## src/verilog/cpu_pkg.sv

```systemverilog
`default_nettype none

package cpu_pkg;

    localparam int NBITS_DEF = 32;

    // ----------------------------------------------------------------------
    // instruction formats
    // ----------------------------------------------------------------------
    typedef struct packed {
        logic [5:0] op;
        logic [4:0] rs;
        logic [4:0] rt;
        logic [4:0] rd;
        logic [4:0] shamt;
        logic [5:0] funct;
    } r_fmt_t;

    typedef struct packed {
        logic [5:0]  op;
        logic [4:0]  rs;
        logic [4:0]  rt;
        logic [15:0] imm16;
    } i_fmt_t;

    typedef struct packed {
        logic [5:0]  op;
        logic [25:0] target26;
    } j_fmt_t;

    typedef union packed {
        r_fmt_t r;
        i_fmt_t i;
        j_fmt_t j;
    } instr_u;

    localparam logic [5:0] OP_RTYPE = 6'h00;
    localparam logic [5:0] OP_J     = 6'h02;
    localparam logic [5:0] OP_BEQ   = 6'h04;
    localparam logic [5:0] OP_BNE   = 6'h05;
    localparam logic [5:0] OP_ADDIU = 6'h09;
    localparam logic [5:0] OP_SLTI  = 6'h0a;
    localparam logic [5:0] OP_ANDI  = 6'h0c;
    localparam logic [5:0] OP_ORI   = 6'h0d;
    localparam logic [5:0] OP_XORI  = 6'h0e;
    localparam logic [5:0] OP_LUI   = 6'h0f;
    localparam logic [5:0] OP_LB    = 6'h20;
    localparam logic [5:0] OP_LH    = 6'h21;
    localparam logic [5:0] OP_LW    = 6'h23;
    localparam logic [5:0] OP_SB    = 6'h28;
    localparam logic [5:0] OP_SH    = 6'h29;
    localparam logic [5:0] OP_SW    = 6'h2b;

    localparam logic [5:0] F_SLL  = 6'h00;
    localparam logic [5:0] F_SRL  = 6'h02;
    localparam logic [5:0] F_SRA  = 6'h03;
    localparam logic [5:0] F_ADDU = 6'h21;
    localparam logic [5:0] F_SUBU = 6'h23;
    localparam logic [5:0] F_AND  = 6'h24;
    localparam logic [5:0] F_OR   = 6'h25;
    localparam logic [5:0] F_XOR  = 6'h26;
    localparam logic [5:0] F_NOR  = 6'h27;
    localparam logic [5:0] F_SLT  = 6'h2a;
    localparam logic [5:0] F_SLTU = 6'h2b;

    // ----------------------------------------------------------------------
    // control codes and stage bundles
    // ----------------------------------------------------------------------
    typedef enum logic [3:0] {
        ALU_ADD, ALU_SUB, ALU_AND, ALU_OR, ALU_XOR, ALU_NOR,
        ALU_SLT, ALU_SLTU, ALU_SLL, ALU_SRL, ALU_SRA, ALU_LUI
    } alu_op_e;

    typedef enum logic [2:0] {AGU_MEM, AGU_BEQ, AGU_BNE, AGU_JUMP} agu_op_e;

    typedef enum logic [1:0] {MEM_BYTE, MEM_HALF, MEM_WORD} mem_size_e;

    typedef struct packed {
        logic [NBITS_DEF-1:0] pc;
        logic [4:0]           rd;
        logic [4:0]           rt;
        logic [25:0]          addr_offset;
        logic                 flg_mem_op;
        logic                 flg_mem_type;    // set for a store
        mem_size_e            flg_mem_size;
        logic                 flg_unsign;
        logic                 alu_enable;
        logic                 alu_dst;         // 1 writes rd, 0 writes rt
        alu_op_e              alu_opcode;
        logic                 agu_enable;
        agu_op_e              agu_opcode;
        logic                 flg_branch;
        logic                 flg_jump;
        logic [NBITS_DEF-1:0] alu_src_a;
        logic [NBITS_DEF-1:0] alu_src_b;
        logic [NBITS_DEF-1:0] agu_src_addr;    // rt value, store data and compare operand
        logic                 wr_en;
    } id_ex_t;

    typedef struct packed {
        logic                 valid;
        logic [4:0]           rnum;
        logic [NBITS_DEF-1:0] data;
    } fwd_t;

    typedef struct packed {
        logic                 valid;
        logic                 write;
        mem_size_e            size;
        logic [NBITS_DEF-1:0] addr;
        logic [NBITS_DEF-1:0] wdata;
    } mem_req_t;

    typedef struct packed {
        logic                 valid;
        logic [NBITS_DEF-1:0] target;
    } redirect_t;

    typedef struct packed {
        logic [NBITS_DEF-1:0] result;
        logic [4:0]           result_rd;
        logic                 result_wr;
        mem_req_t             mem_req;
        redirect_t            redirect;
    } ex_out_t;

endpackage

`default_nettype wire

```

## src/verilog/agu.sv

```systemverilog
`default_nettype none

module agu #(
    parameter int NBITS = cpu_pkg::NBITS_DEF
) (
    input  wire cpu_pkg::agu_op_e i_opcode,
    input  wire  [NBITS-1:0]      i_pc,
    input  wire  [NBITS-1:0]      i_base,
    input  wire  [NBITS-1:0]      i_rt_val,
    input  wire  [25:0]           i_addr_offset,
    output logic [NBITS-1:0]      o_addr,
    output logic                  o_redirect_valid,
    output logic [NBITS-1:0]      o_target
);

    logic [NBITS-1:0] off_sext;
    logic [NBITS-1:0] pc_next;

    assign off_sext = {{(NBITS-16){i_addr_offset[15]}}, i_addr_offset[15:0]};
    assign pc_next  = i_pc + NBITS'(4);
    assign o_addr   = i_base + off_sext;

    always_comb begin
        o_target         = pc_next + (off_sext << 2);
        o_redirect_valid = 1'b0;
        case (i_opcode)
            cpu_pkg::AGU_BEQ: o_redirect_valid = (i_base == i_rt_val);
            cpu_pkg::AGU_BNE: o_redirect_valid = (i_base != i_rt_val);
            cpu_pkg::AGU_JUMP: begin
                o_redirect_valid = 1'b1;
                o_target         = {pc_next[NBITS-1:NBITS-4], i_addr_offset, 2'b00};
            end
            default: ;    // a memory access never redirects
        endcase
    end

endmodule

`default_nettype wire

```

## src/verilog/alu.sv

```systemverilog
`default_nettype none

module alu #(
    parameter int NBITS = cpu_pkg::NBITS_DEF
) (
    input  wire cpu_pkg::alu_op_e i_opcode,
    input  wire  [NBITS-1:0]      i_src_a,
    input  wire  [NBITS-1:0]      i_src_b,
    input  wire  [4:0]            i_shamt,
    output logic [NBITS-1:0]      o_result
);

    logic signed_lt;
    logic unsigned_lt;

    assign signed_lt   = $signed(i_src_a) < $signed(i_src_b);
    assign unsigned_lt = i_src_a < i_src_b;

    // shifts act on src_b, the rt operand of the R-type shift forms
    always_comb begin
        case (i_opcode)
            cpu_pkg::ALU_ADD:  o_result = i_src_a + i_src_b;
            cpu_pkg::ALU_SUB:  o_result = i_src_a - i_src_b;
            cpu_pkg::ALU_AND:  o_result = i_src_a & i_src_b;
            cpu_pkg::ALU_OR:   o_result = i_src_a | i_src_b;
            cpu_pkg::ALU_XOR:  o_result = i_src_a ^ i_src_b;
            cpu_pkg::ALU_NOR:  o_result = ~(i_src_a | i_src_b);
            cpu_pkg::ALU_SLT:  o_result = {{(NBITS-1){1'b0}}, signed_lt};
            cpu_pkg::ALU_SLTU: o_result = {{(NBITS-1){1'b0}}, unsigned_lt};
            cpu_pkg::ALU_SLL:  o_result = i_src_b << i_shamt;
            cpu_pkg::ALU_SRL:  o_result = i_src_b >> i_shamt;
            cpu_pkg::ALU_SRA:  o_result = $signed(i_src_b) >>> i_shamt;
            cpu_pkg::ALU_LUI:  o_result = {i_src_b[15:0], 16'h0000};
            default:           o_result = '0;
        endcase
    end

endmodule

`default_nettype wire

```

## src/verilog/ex_stage.sv

```systemverilog
`default_nettype none

module ex_stage #(
    parameter int NBITS = cpu_pkg::NBITS_DEF
) (
    input  wire                  i_clk,
    input  wire                  i_rst,
    input  wire cpu_pkg::id_ex_t i_id_ex,
    input  wire                  i_valid,
    output cpu_pkg::fwd_t        o_fwd,
    output cpu_pkg::fwd_t        o_wb,
    output cpu_pkg::ex_out_t     o_ex,
    output logic                 o_valid
);

    logic [NBITS-1:0] alu_res;
    logic [NBITS-1:0] agu_addr;
    logic [NBITS-1:0] agu_target;
    logic             agu_taken;
    logic             wr_now;
    logic [4:0]       wb_rnum;
    cpu_pkg::ex_out_t ex_next;

    alu #(.NBITS(NBITS)) u_alu (
        .i_opcode (i_id_ex.alu_opcode),
        .i_src_a  (i_id_ex.alu_src_a),
        .i_src_b  (i_id_ex.alu_src_b),
        .i_shamt  (i_id_ex.addr_offset[10:6]),    // shamt field of the R format
        .o_result (alu_res)
    );

    agu #(.NBITS(NBITS)) u_agu (
        .i_opcode         (i_id_ex.agu_opcode),
        .i_pc             (i_id_ex.pc),
        .i_base           (i_id_ex.alu_src_a),
        .i_rt_val         (i_id_ex.agu_src_addr),
        .i_addr_offset    (i_id_ex.addr_offset),
        .o_addr           (agu_addr),
        .o_redirect_valid (agu_taken),
        .o_target         (agu_target)
    );

    // ----------------------------------------------------------------------
    // forward and write-back land before the next decode reads
    // ----------------------------------------------------------------------
    assign wr_now  = i_valid && i_id_ex.wr_en;
    assign wb_rnum = i_id_ex.alu_dst ? i_id_ex.rd : i_id_ex.rt;

    assign o_fwd = '{valid: wr_now, rnum: wb_rnum, data: alu_res};
    assign o_wb  = '{valid: wr_now, rnum: wb_rnum, data: alu_res};

    always_comb begin
        ex_next = '0;
        if (i_valid) begin
            ex_next.result    = i_id_ex.alu_enable ? alu_res : '0;
            ex_next.result_rd = wr_now ? wb_rnum : 5'd0;
            ex_next.result_wr = wr_now;
            if (i_id_ex.agu_enable && i_id_ex.flg_mem_op) begin
                ex_next.mem_req.valid = 1'b1;
                ex_next.mem_req.write = i_id_ex.flg_mem_type;
                ex_next.mem_req.size  = i_id_ex.flg_mem_size;
                ex_next.mem_req.addr  = agu_addr;
                ex_next.mem_req.wdata = i_id_ex.flg_mem_type ? i_id_ex.agu_src_addr : '0;
            end
            if (i_id_ex.agu_enable && (i_id_ex.flg_branch || i_id_ex.flg_jump) && agu_taken) begin
                ex_next.redirect.valid  = 1'b1;
                ex_next.redirect.target = agu_target;
            end
        end
    end

    // EX/WB register
    always_ff @(posedge i_clk) begin
        if (i_rst) begin
            o_ex    <= '0;
            o_valid <= 1'b0;
        end else begin
            o_ex    <= ex_next;
            o_valid <= i_valid;
        end
    end

    a_mem_xor_redirect: assert property (
        @(posedge i_clk) disable iff (i_rst)
        !(o_ex.mem_req.valid && o_ex.redirect.valid)
    );

endmodule

`default_nettype wire

```

## src/verilog/exec_core_top.sv

```systemverilog
`default_nettype none

module exec_core_top #(
    parameter int NBITS = cpu_pkg::NBITS_DEF
) (
    input  wire                  i_clk,
    input  wire                  i_rst,
    input  wire                  i_valid,
    input  wire cpu_pkg::instr_u i_instr,
    input  wire  [NBITS-1:0]     i_pc,
    output logic                 o_valid,
    output cpu_pkg::ex_out_t     o_ex
);

    logic [4:0]       rs_addr;
    logic [4:0]       rt_addr;
    logic [NBITS-1:0] rs_data;
    logic [NBITS-1:0] rt_data;
    cpu_pkg::fwd_t    ex_fwd;
    cpu_pkg::fwd_t    ex_wb;
    cpu_pkg::id_ex_t  dec_id_ex;
    cpu_pkg::id_ex_t  ex_id_ex;
    logic             dec_valid;
    logic             ex_valid;

    reg_file #(.NBITS(NBITS)) u_reg_file (
        .i_clk     (i_clk),
        .i_rst     (i_rst),
        .i_rs_addr (rs_addr),
        .i_rt_addr (rt_addr),
        .i_wb      (ex_wb),
        .o_rs_data (rs_data),
        .o_rt_data (rt_data)
    );

    instr_decoder #(.NBITS(NBITS)) u_decoder (
        .i_valid   (i_valid),
        .i_instr   (i_instr),
        .i_pc      (i_pc),
        .i_rs_data (rs_data),
        .i_rt_data (rt_data),
        .i_fwd     (ex_fwd),
        .o_rs_addr (rs_addr),
        .o_rt_addr (rt_addr),
        .o_id_ex   (dec_id_ex),
        .o_valid   (dec_valid)
    );

    id_ex_reg #(.NBITS(NBITS)) u_id_ex_reg (
        .i_clk   (i_clk),
        .i_rst   (i_rst),
        .i_id_ex (dec_id_ex),
        .i_valid (dec_valid),
        .o_id_ex (ex_id_ex),
        .o_valid (ex_valid)
    );

    ex_stage #(.NBITS(NBITS)) u_ex_stage (
        .i_clk   (i_clk),
        .i_rst   (i_rst),
        .i_id_ex (ex_id_ex),
        .i_valid (ex_valid),
        .o_fwd   (ex_fwd),
        .o_wb    (ex_wb),
        .o_ex    (o_ex),
        .o_valid (o_valid)
    );

    // stage bundles are built at the package width
    a_width: assert property (@(posedge i_clk) NBITS == cpu_pkg::NBITS_DEF);

endmodule

`default_nettype wire

```

## src/verilog/id_ex_reg.sv

```systemverilog
`default_nettype none

module id_ex_reg #(
    parameter int NBITS = cpu_pkg::NBITS_DEF
) (
    input  wire                  i_clk,
    input  wire                  i_rst,
    input  wire cpu_pkg::id_ex_t i_id_ex,
    input  wire                  i_valid,
    output cpu_pkg::id_ex_t      o_id_ex,
    output logic                 o_valid
);

    always_ff @(posedge i_clk) begin
        if (i_rst) begin
            o_id_ex <= '0;    // a cleared bundle has no enables and acts as a bubble
            o_valid <= 1'b0;
        end else begin
            o_id_ex <= i_id_ex;
            o_valid <= i_valid;
        end
    end

endmodule

`default_nettype wire

```

## src/verilog/instr_decoder.sv

```systemverilog
`default_nettype none

module instr_decoder #(
    parameter int NBITS = cpu_pkg::NBITS_DEF
) (
    input  wire                  i_valid,
    input  wire cpu_pkg::instr_u i_instr,
    input  wire  [NBITS-1:0]     i_pc,
    input  wire  [NBITS-1:0]     i_rs_data,
    input  wire  [NBITS-1:0]     i_rt_data,
    input  wire cpu_pkg::fwd_t   i_fwd,
    output logic [4:0]           o_rs_addr,
    output logic [4:0]           o_rt_addr,
    output cpu_pkg::id_ex_t      o_id_ex,
    output logic                 o_valid
);

    logic [NBITS-1:0] rs_val;
    logic [NBITS-1:0] rt_val;
    logic [NBITS-1:0] imm_sext;
    logic [NBITS-1:0] imm_zext;
    logic             fwd_hit;

    assign o_rs_addr = i_instr.r.rs;
    assign o_rt_addr = i_instr.r.rt;
    assign o_valid   = i_valid;

    // ----------------------------------------------------------------------
    // operand read with forwarding from EX
    // ----------------------------------------------------------------------
    assign fwd_hit = i_fwd.valid && i_fwd.rnum != 5'd0;
    assign rs_val  = (fwd_hit && i_fwd.rnum == i_instr.r.rs) ? i_fwd.data : i_rs_data;
    assign rt_val  = (fwd_hit && i_fwd.rnum == i_instr.r.rt) ? i_fwd.data : i_rt_data;

    assign imm_sext = {{(NBITS-16){i_instr.i.imm16[15]}}, i_instr.i.imm16};
    assign imm_zext = {{(NBITS-16){1'b0}}, i_instr.i.imm16};

    always_comb begin
        o_id_ex              = '0;    // anything not matched below stays a no-op
        o_id_ex.pc           = i_pc;
        o_id_ex.rd           = i_instr.r.rd;
        o_id_ex.rt           = i_instr.i.rt;
        o_id_ex.addr_offset  = i_instr.j.target26;
        o_id_ex.alu_src_a    = rs_val;
        o_id_ex.alu_src_b    = rt_val;
        o_id_ex.agu_src_addr = rt_val;
        case (i_instr.r.op)
            cpu_pkg::OP_RTYPE: begin
                o_id_ex.alu_enable = 1'b1;
                o_id_ex.alu_dst    = 1'b1;
                o_id_ex.flg_unsign = (i_instr.r.funct == cpu_pkg::F_SLTU);
                case (i_instr.r.funct)
                    cpu_pkg::F_ADDU: o_id_ex.alu_opcode = cpu_pkg::ALU_ADD;
                    cpu_pkg::F_SUBU: o_id_ex.alu_opcode = cpu_pkg::ALU_SUB;
                    cpu_pkg::F_AND:  o_id_ex.alu_opcode = cpu_pkg::ALU_AND;
                    cpu_pkg::F_OR:   o_id_ex.alu_opcode = cpu_pkg::ALU_OR;
                    cpu_pkg::F_XOR:  o_id_ex.alu_opcode = cpu_pkg::ALU_XOR;
                    cpu_pkg::F_NOR:  o_id_ex.alu_opcode = cpu_pkg::ALU_NOR;
                    cpu_pkg::F_SLT:  o_id_ex.alu_opcode = cpu_pkg::ALU_SLT;
                    cpu_pkg::F_SLTU: o_id_ex.alu_opcode = cpu_pkg::ALU_SLTU;
                    cpu_pkg::F_SLL:  o_id_ex.alu_opcode = cpu_pkg::ALU_SLL;
                    cpu_pkg::F_SRL:  o_id_ex.alu_opcode = cpu_pkg::ALU_SRL;
                    cpu_pkg::F_SRA:  o_id_ex.alu_opcode = cpu_pkg::ALU_SRA;
                    default:         o_id_ex.alu_enable = 1'b0;
                endcase
            end
            cpu_pkg::OP_ADDIU, cpu_pkg::OP_SLTI, cpu_pkg::OP_ANDI,
            cpu_pkg::OP_ORI, cpu_pkg::OP_XORI, cpu_pkg::OP_LUI: begin
                o_id_ex.alu_enable = 1'b1;
                o_id_ex.flg_unsign = i_instr.i.op[2];    // logic ops and LUI zero-extend
                o_id_ex.alu_src_b  = i_instr.i.op[2] ? imm_zext : imm_sext;
                case (i_instr.i.op)
                    cpu_pkg::OP_ADDIU: o_id_ex.alu_opcode = cpu_pkg::ALU_ADD;
                    cpu_pkg::OP_SLTI:  o_id_ex.alu_opcode = cpu_pkg::ALU_SLT;
                    cpu_pkg::OP_ANDI:  o_id_ex.alu_opcode = cpu_pkg::ALU_AND;
                    cpu_pkg::OP_ORI:   o_id_ex.alu_opcode = cpu_pkg::ALU_OR;
                    cpu_pkg::OP_XORI:  o_id_ex.alu_opcode = cpu_pkg::ALU_XOR;
                    default:           o_id_ex.alu_opcode = cpu_pkg::ALU_LUI;
                endcase
            end
            cpu_pkg::OP_LB, cpu_pkg::OP_LH, cpu_pkg::OP_LW,
            cpu_pkg::OP_SB, cpu_pkg::OP_SH, cpu_pkg::OP_SW: begin
                o_id_ex.agu_enable   = 1'b1;
                o_id_ex.agu_opcode   = cpu_pkg::AGU_MEM;
                o_id_ex.flg_mem_op   = 1'b1;
                o_id_ex.flg_mem_type = i_instr.i.op[3];    // stores sit at 0x28 and up
                o_id_ex.flg_mem_size = i_instr.i.op[1] ? cpu_pkg::MEM_WORD :
                                       i_instr.i.op[0] ? cpu_pkg::MEM_HALF : cpu_pkg::MEM_BYTE;
            end
            cpu_pkg::OP_BEQ, cpu_pkg::OP_BNE: begin
                o_id_ex.agu_enable = 1'b1;
                o_id_ex.flg_branch = 1'b1;
                o_id_ex.agu_opcode = i_instr.i.op[0] ? cpu_pkg::AGU_BNE : cpu_pkg::AGU_BEQ;
            end
            cpu_pkg::OP_J: begin
                o_id_ex.agu_enable = 1'b1;
                o_id_ex.flg_jump   = 1'b1;
                o_id_ex.agu_opcode = cpu_pkg::AGU_JUMP;
            end
            default: ;
        endcase
        o_id_ex.wr_en = o_id_ex.alu_enable;    // loads write nothing back
    end

endmodule

`default_nettype wire

```

## src/verilog/reg_file.sv

```systemverilog
`default_nettype none

module reg_file #(
    parameter int NBITS = cpu_pkg::NBITS_DEF
) (
    input  wire                i_clk,
    input  wire                i_rst,
    input  wire  [4:0]         i_rs_addr,
    input  wire  [4:0]         i_rt_addr,
    input  wire cpu_pkg::fwd_t i_wb,
    output logic [NBITS-1:0]   o_rs_data,
    output logic [NBITS-1:0]   o_rt_data
);

    logic [NBITS-1:0] regs [32];

    always_ff @(posedge i_clk) begin
        if (i_rst) begin
            for (int i = 0; i < 32; i++) begin
                regs[i] <= '0;
            end
        end else if (i_wb.valid && i_wb.rnum != 5'd0) begin
            regs[i_wb.rnum] <= i_wb.data;
        end
    end

    // no write-through, the EX forward covers a read of the register being written
    assign o_rs_data = (i_rs_addr == 5'd0) ? '0 : regs[i_rs_addr];
    assign o_rt_data = (i_rt_addr == 5'd0) ? '0 : regs[i_rt_addr];

    a_r0_zero: assert property (
        @(posedge i_clk) disable iff (i_rst)
        (i_wb.valid && i_wb.rnum == 5'd0) |=> regs[0] == '0
    );

endmodule

`default_nettype wire
```

## config.mk

```make
export PLATFORM = sky130hd
export DESIGN_NAME = exec_core_top
export DESIGN_NICKNAME = d
export VERILOG_FILES = /design/src/verilog/cpu_pkg.sv /design/src/verilog/agu.sv /design/src/verilog/alu.sv /design/src/verilog/ex_stage.sv /design/src/verilog/exec_core_top.sv /design/src/verilog/id_ex_reg.sv /design/src/verilog/instr_decoder.sv /design/src/verilog/reg_file.sv
export SDC_FILE = /design/constraint.sdc
export NUM_CORES = 2
export LEC_CHECK = 0
export BUFFER_PORTS_ARGS = -buffer_cell sky130_fd_sc_hd__buf_2
export CAP_MARGIN = 20
export CORE_ASPECT_RATIO = 0.8
export CORE_MARGIN = 2
export CORE_UTILIZATION = 35
export CTS_BUF_LIST = sky130_fd_sc_hd__clkbuf_16
export DETAILED_ROUTE_END_ITERATION = 6
export HOLD_SLACK_MARGIN = 0.15
export SETUP_SLACK_MARGIN = 0.3
export SLEW_MARGIN = 20
export SYNTH_ARGS = -nofsm -noshare
export SYNTH_HDL_FRONTEND = slang
export SYNTH_SLANG_ARGS = --single-unit
```

## constraint.sdc

```tcl
create_clock -name i_clk -period 7.9 [get_ports i_clk]
set_input_delay 1.185 -clock i_clk [delete_from_list [all_inputs] [get_ports i_clk]]
set_output_delay 1.185 -clock i_clk [all_outputs]
set_load 0.02 [all_outputs]
```

# Word level (Yosys, flattened, before mapping)
# Memory sizes are Yosys's and may differ from the RTL's.
# Cells that the tools add are included.
[totals] reg_bits=321 ramBits=1024 inputBits=67 out_inout_bits=140 wordCells=158 n_memories=1
[mem_list] memory="u_reg_file.regs" words=32 width=32 rd=2 rd_ports_with_merged_regs=0 wr=32 line_no="reg_file.sv:15" text="logic [NBITS-1:0] regs [32];"
[classes] n_addsub=5 magnitude_cmp=2 eq_ne=43 shift=3 mux=34 bitwise=11 n_reduce_logical=28
[op_table] cell="32-bit case mux with 12 select lines" n=1
[op_table] cell="32-bit 2-to-1 mux" n=9
[op_table] cell="32-bit adder" n=3
[op_table] cell="6-bit equality test, second input constant" n=14
[op_table] cell="68-bit 2-to-1 mux" n=1
[op_table] cell="32-bit < comparator" n=2
[op_table] cell="4-bit case mux with 10 select lines" n=1
[op_table] cell="6-bit by 4-bit equality test with 1-bit output, second input constant" n=6
[op_table] cell="33-bit 2-to-1 mux" n=1
[op_table] cell="32-bit by 3-bit adder with 32-bit output, second input constant" n=1
[op_table] cell="32-bit AND" n=1
[op_table] cell="32-bit equality test" n=1
[op_table] cell="32-bit inequality test" n=1
[op_table] cell="32-bit NOT" n=1
[op_table] cell="32-bit OR" n=1
[op_table] cell="32-bit OR reduction" n=1
[op_table] cell="32-bit by 5-bit left shift with 32-bit output" n=1
[op_table] cell="32-bit by 5-bit >> shifter with 32-bit output" n=1
[op_table] cell="32-bit by 5-bit >>> shifter with 32-bit output" n=1
[op_table] cell="32-bit subtractor" n=1
[op_table] cell="32-bit bitwise XOR" n=1
[op_table] cell="4-bit case mux with 5 select lines" n=1
[op_table] cell="6-bit by 2-bit equality test with 1-bit output, second input constant" n=3
[op_table] cell="4-bit by 3-bit equality test with 1-bit output, second input constant" n=4
[op_table] cell="27 further kinds" n=68

# Logic depth before layout (Yosys ltp)
[depth] word_depth=8 ltp_mapped=17 depth_no_buf=17

# Hierarchy
# Synthesis repeated with hierarchy kept, for this count alone.
[unflattened] cells_unflattened=6571 hier_area_um2=79562.6
[by_module_without_submodules] module="reg_file" instances=1 cells_per_inst=3502 area_per_inst_um2=54248.3 seq_area_each_um2=30749.5
[by_module_without_submodules] module="alu" instances=1 cells_per_inst=1322 area_per_inst_um2=8979.9 seq_area_each_um2=0.0
[by_module_without_submodules] module="id_ex_reg" instances=1 cells_per_inst=386 area_per_inst_um2=4907.2 seq_area_each_um2=3663.5
[by_module_without_submodules] module="agu" instances=1 cells_per_inst=649 area_per_inst_um2=4554.4 seq_area_each_um2=0.0
[by_module_without_submodules] module="ex_stage" instances=1 cells_per_inst=350 area_per_inst_um2=4175.3 seq_area_each_um2=2802.7
[by_module_without_submodules] module="instr_decoder" instances=1 cells_per_inst=362 area_per_inst_um2=2697.6 seq_area_each_um2=0.0

# Worst setup path after synthesis
# No wires, ideal clock.
[synth_path] kind="input to register" start="in i_rst" end="mem u_reg_file.regs[11][0] (netlist name) (enable)" setup_time_ns=0.389 arrival_time_ns=3.513 required_time_ns=7.511 path_slack_ns=3.997 stages=8 path_buffers=3 cell_sequence="clkbuf_1 nor2b_1 nand2_1 clkbuf_1 nor3_1 nand2_1 clkbuf_1 nand2_1"
[synth_rtl] element="start: declaration" line_no="exec_core_top.sv:7" text="input wire i_rst,"
[synth_rtl] element="end: declaration" line_no="reg_file.sv:15"

==> metrics.txt <==
status finished with violations; violated checks DRC; port bufs approximately 200; initial antenna violation count 27; Crit path largest cell delay 0.77 ns; critical path class flop to flop; GRT met3 Usage 0.0847; fraction of registers with async set/reset 0; Starting Density 0.352; top_reg_cell synth edfxtp_1; Skew-Pair Late Insertion Delay 0.81 ns; CTS buffer count 150; Worst EP required 8.38 ns; CTS sink count 1334; largest net degree at the start of global routing 102; CTS H-tree lvls 4; met1 usage 0.394; layout net count 6818; die area between 0.2 and 0.25 mm^2; CP Launch Point u_id_ex_reg.o_id_ex[35]; top cell family by delay on the critical path compound AO/OA/AOI/OAI gates; global route hottest layer met1; final WL 311000 um; Avg WL per Cell 32.6 um; crit end category flop; CP max FO 23; commonest non-fill, non-tap cell in the layout nor2_1; GRT Overall Usage 0.278; met2 GRT Util 0.388; hold-fix buffer count after cts 0; Boundary Pins 207; Mapped Area roughly 0.075 mm^2; YS warnings 0; fraction of layout cells with a size suffix above 1 0.180; Slew headroom 0.188; Post-Place Worst Slack 2.70 ns; GP Congestion 1.00; post-synthesis to final-layout area growth 11.7%; total number of vias between 50000 and 60000; sequential area share after synthesis 0.495; Hold Crit Class flop to flop; Post-CTS Setup Bufs 0; post_cts resized 0; Vias/cell 6.27; WHS 0.435 ns; Core Region ~0.21 mm^2; post-DP HPWL about 210000 um; max-slew violations 0; maxcap violations 0; Row Count 151; r2r startpoint u_id_ex_reg.o_id_ex[35]; Root Buffer clkbuf_16; CP startpoint kind flop; Die Ht between 400 and 500 um; Period minus WS final 5.41 ns; # setup viols final 0; DRT Pass-1 Iters 7; Setup TNS Final 0 ns; Worst Path Buf+Inv 3; fmax approximately 180 MHz; remaining antenna violation count 0; maximum VDD drop 0.000243 V; final hold vios 0; Worst-path clk slew 0.06 ns; CTS tree built; Tot Pwr 18.7 mW; RSZ-0062 raised after global routing false; post-synth cell types 98; post-synthesis cell count 6630; Seq cells post-synth roughly 1300; Mean Syn Cell Area about 11 um^2; number of fill cells 20210; vias in the first global route between 50000 and 60000; first-pass GRT wire length 434000 um; crit path DAT 5.89 ns; crit path cell chain inv_1 -> ha_1 -> inv_1 -> o21bai_1 -> a21oi_1 -> o211ai_1 -> a221oi_1 -> o31ai_2 -> o221ai_1 -> a21oi_4 -> buf_4 -> nor2_1; CP max-delay cell o31ai_2; total gr overflow 0; setup ws final 2.49 ns; skew final roughly 0.036 ns; LEAKAGE 31.0 nW; PwrDens between 200 and 250 mW/mm^2; Initial DRC Count roughly 9000; DRC viols 2; cell mode on critical path inv_1; CTS Buffer Depth 3; commonest cells after routing, fill and taps aside nor2_1 (1422), edfxtp_1 (1024), mux4_2 (397); fin crit share 0.685; number of synthesized flops with an enable pin about 1000; hold_sp u_id_ex_reg.o_id_ex[111]; Die X 520 um; Slew @ Worst Pin 1.22 ns
## worst paths after layout
check	end	slack [ns]	cells after the start
setup / recovery	u_reg_file.regs[3][21]	2.49	12
hold / removal	u_ex_stage.o_ex[98]	0.43	1
setup reg to reg	u_reg_file.regs[3][21]	2.49	12
hold reg to reg	u_ex_stage.o_ex[98]	0.43	1
## cell type report
cell class / count / area (um^2) / area share
clock inverter: 112 / 806 / 0.00966
inverter: 130 / 488 / 0.00585
tap: 2830 / 3540 / 0.0424
timing repair buffer: 363 / 2370 / 0.0284
antenna: 5 / 12.5 / 0.000150
sequential: 1334 / 37000 / 0.443
multi-input combinational: 4607 / 35300 / 0.423
clock buffer: 157 / 3930 / 0.0471
## power by group
part / switching (mW) / total [mW] / internal (mW)
registers: 0.270 / 8.07 / 7.80
logic: 2.66 / 3.76 / 1.09
clock network: 3.02 / 6.90 / 3.88
total: 5.95 / 18.7 / 12.8
## cells in the mapped netlist, types with 13 or more instances
master,n,area share
nor2_1,1424,0.072
edfxtp_1,1024,0.41
mux4_2,397,0.12
clkbuf_1,381,0.019
mux2i_1,358,0.048
o21ai_0,322,0.022
dfxtp_1,310,0.083
a21oi_1,301,0.020
nand2_1,252,0.013
ha_1,161,0.027
buf_2,145,0.0097
a221oi_1,125,0.015
inv_1,125,0.0063
mux2_2,106,0.016
a22oi_1,102,0.010
nor2b_1,78,0.0065
o211ai_1,76,0.0076
xnor2_1,70,0.0082
nor3_1,60,0.0040
xor2_1,59,0.0069
and3_1,58,0.0049
buf_1,53,0.0027
a21o_1,50,0.0050
nand3_1,49,0.0033
o22ai_1,37,0.0031
a211oi_1,35,0.0035
o22a_1,32,0.0038
and2_1,28,0.0023
a221o_1,26,0.0035
a31oi_1,26,0.0022
o21bai_1,25,0.0025
o221ai_1,23,0.0027
nand2b_1,22,0.0018
nand4_1,20,0.0017
nor4_1,19,0.0016
or3_1,18,0.0015
o31ai_1,17,0.0017
o21a_1,15,0.0015
or2_2,14,0.0012
o2111ai_1,13,0.0015
## flip-flops by register name, summed over array words and instances, names as in the netlist
register	cells
u_ex_stage.o_ex	139
u_ex_stage.o_valid	1
u_id_ex_reg.o_id_ex	169
u_id_ex_reg.o_valid	1
u_reg_file.regs	1024
## kinds of logic after synthesis
kind of cell	count (synthesis)	share of synthesized area
AO/OA/AOI/OAI	1344	0.122
XOR/XNOR	129	0.0151
adder cells (fa/ha/maj)	165	0.0280
buffers and inverters	720	0.0395
flip-flops	1334	0.495
multiplexers	861	0.184
other	1	0.0000502
AND/OR/NAND/NOR	2076	0.117
## worst reg2reg max path, delay by kind of cell, from the launching register on
kind	cells	cell delay, ns
AO/OA/AOI/OAI	7	3.23
adder cells (fa/ha/maj)	1	0.39
buffers and inverters	3	0.69
flip-flops	1	0.68
AND/OR/NAND/NOR	1	0.11
## per-stage QoR
step | util | instance area, um^2 | instances
after CTS | 0.393 | 83400 | 9532
after detailed placement | 0.371 | 78700 | 9263
after global routing | 0.394 | 83400 | 9534
after floorplan | - | 74800 | 6661
final | 0.394 | 83400 | 9538
after global placement | 0.371 | 78600 | 9262
## layer usage
| layer | vias up | share of wire |
|---|---|---|
| li1 | 24677 | - |
| met1 | 30198 | 0.40 |
| met2 | 4288 | 0.41 |
| met3 | 603 | 0.13 |
| met4 | 32 | 0.051 |
| met5 | - | 0.00070 |
Note: power is estimated with default switching activity, not from simulation.
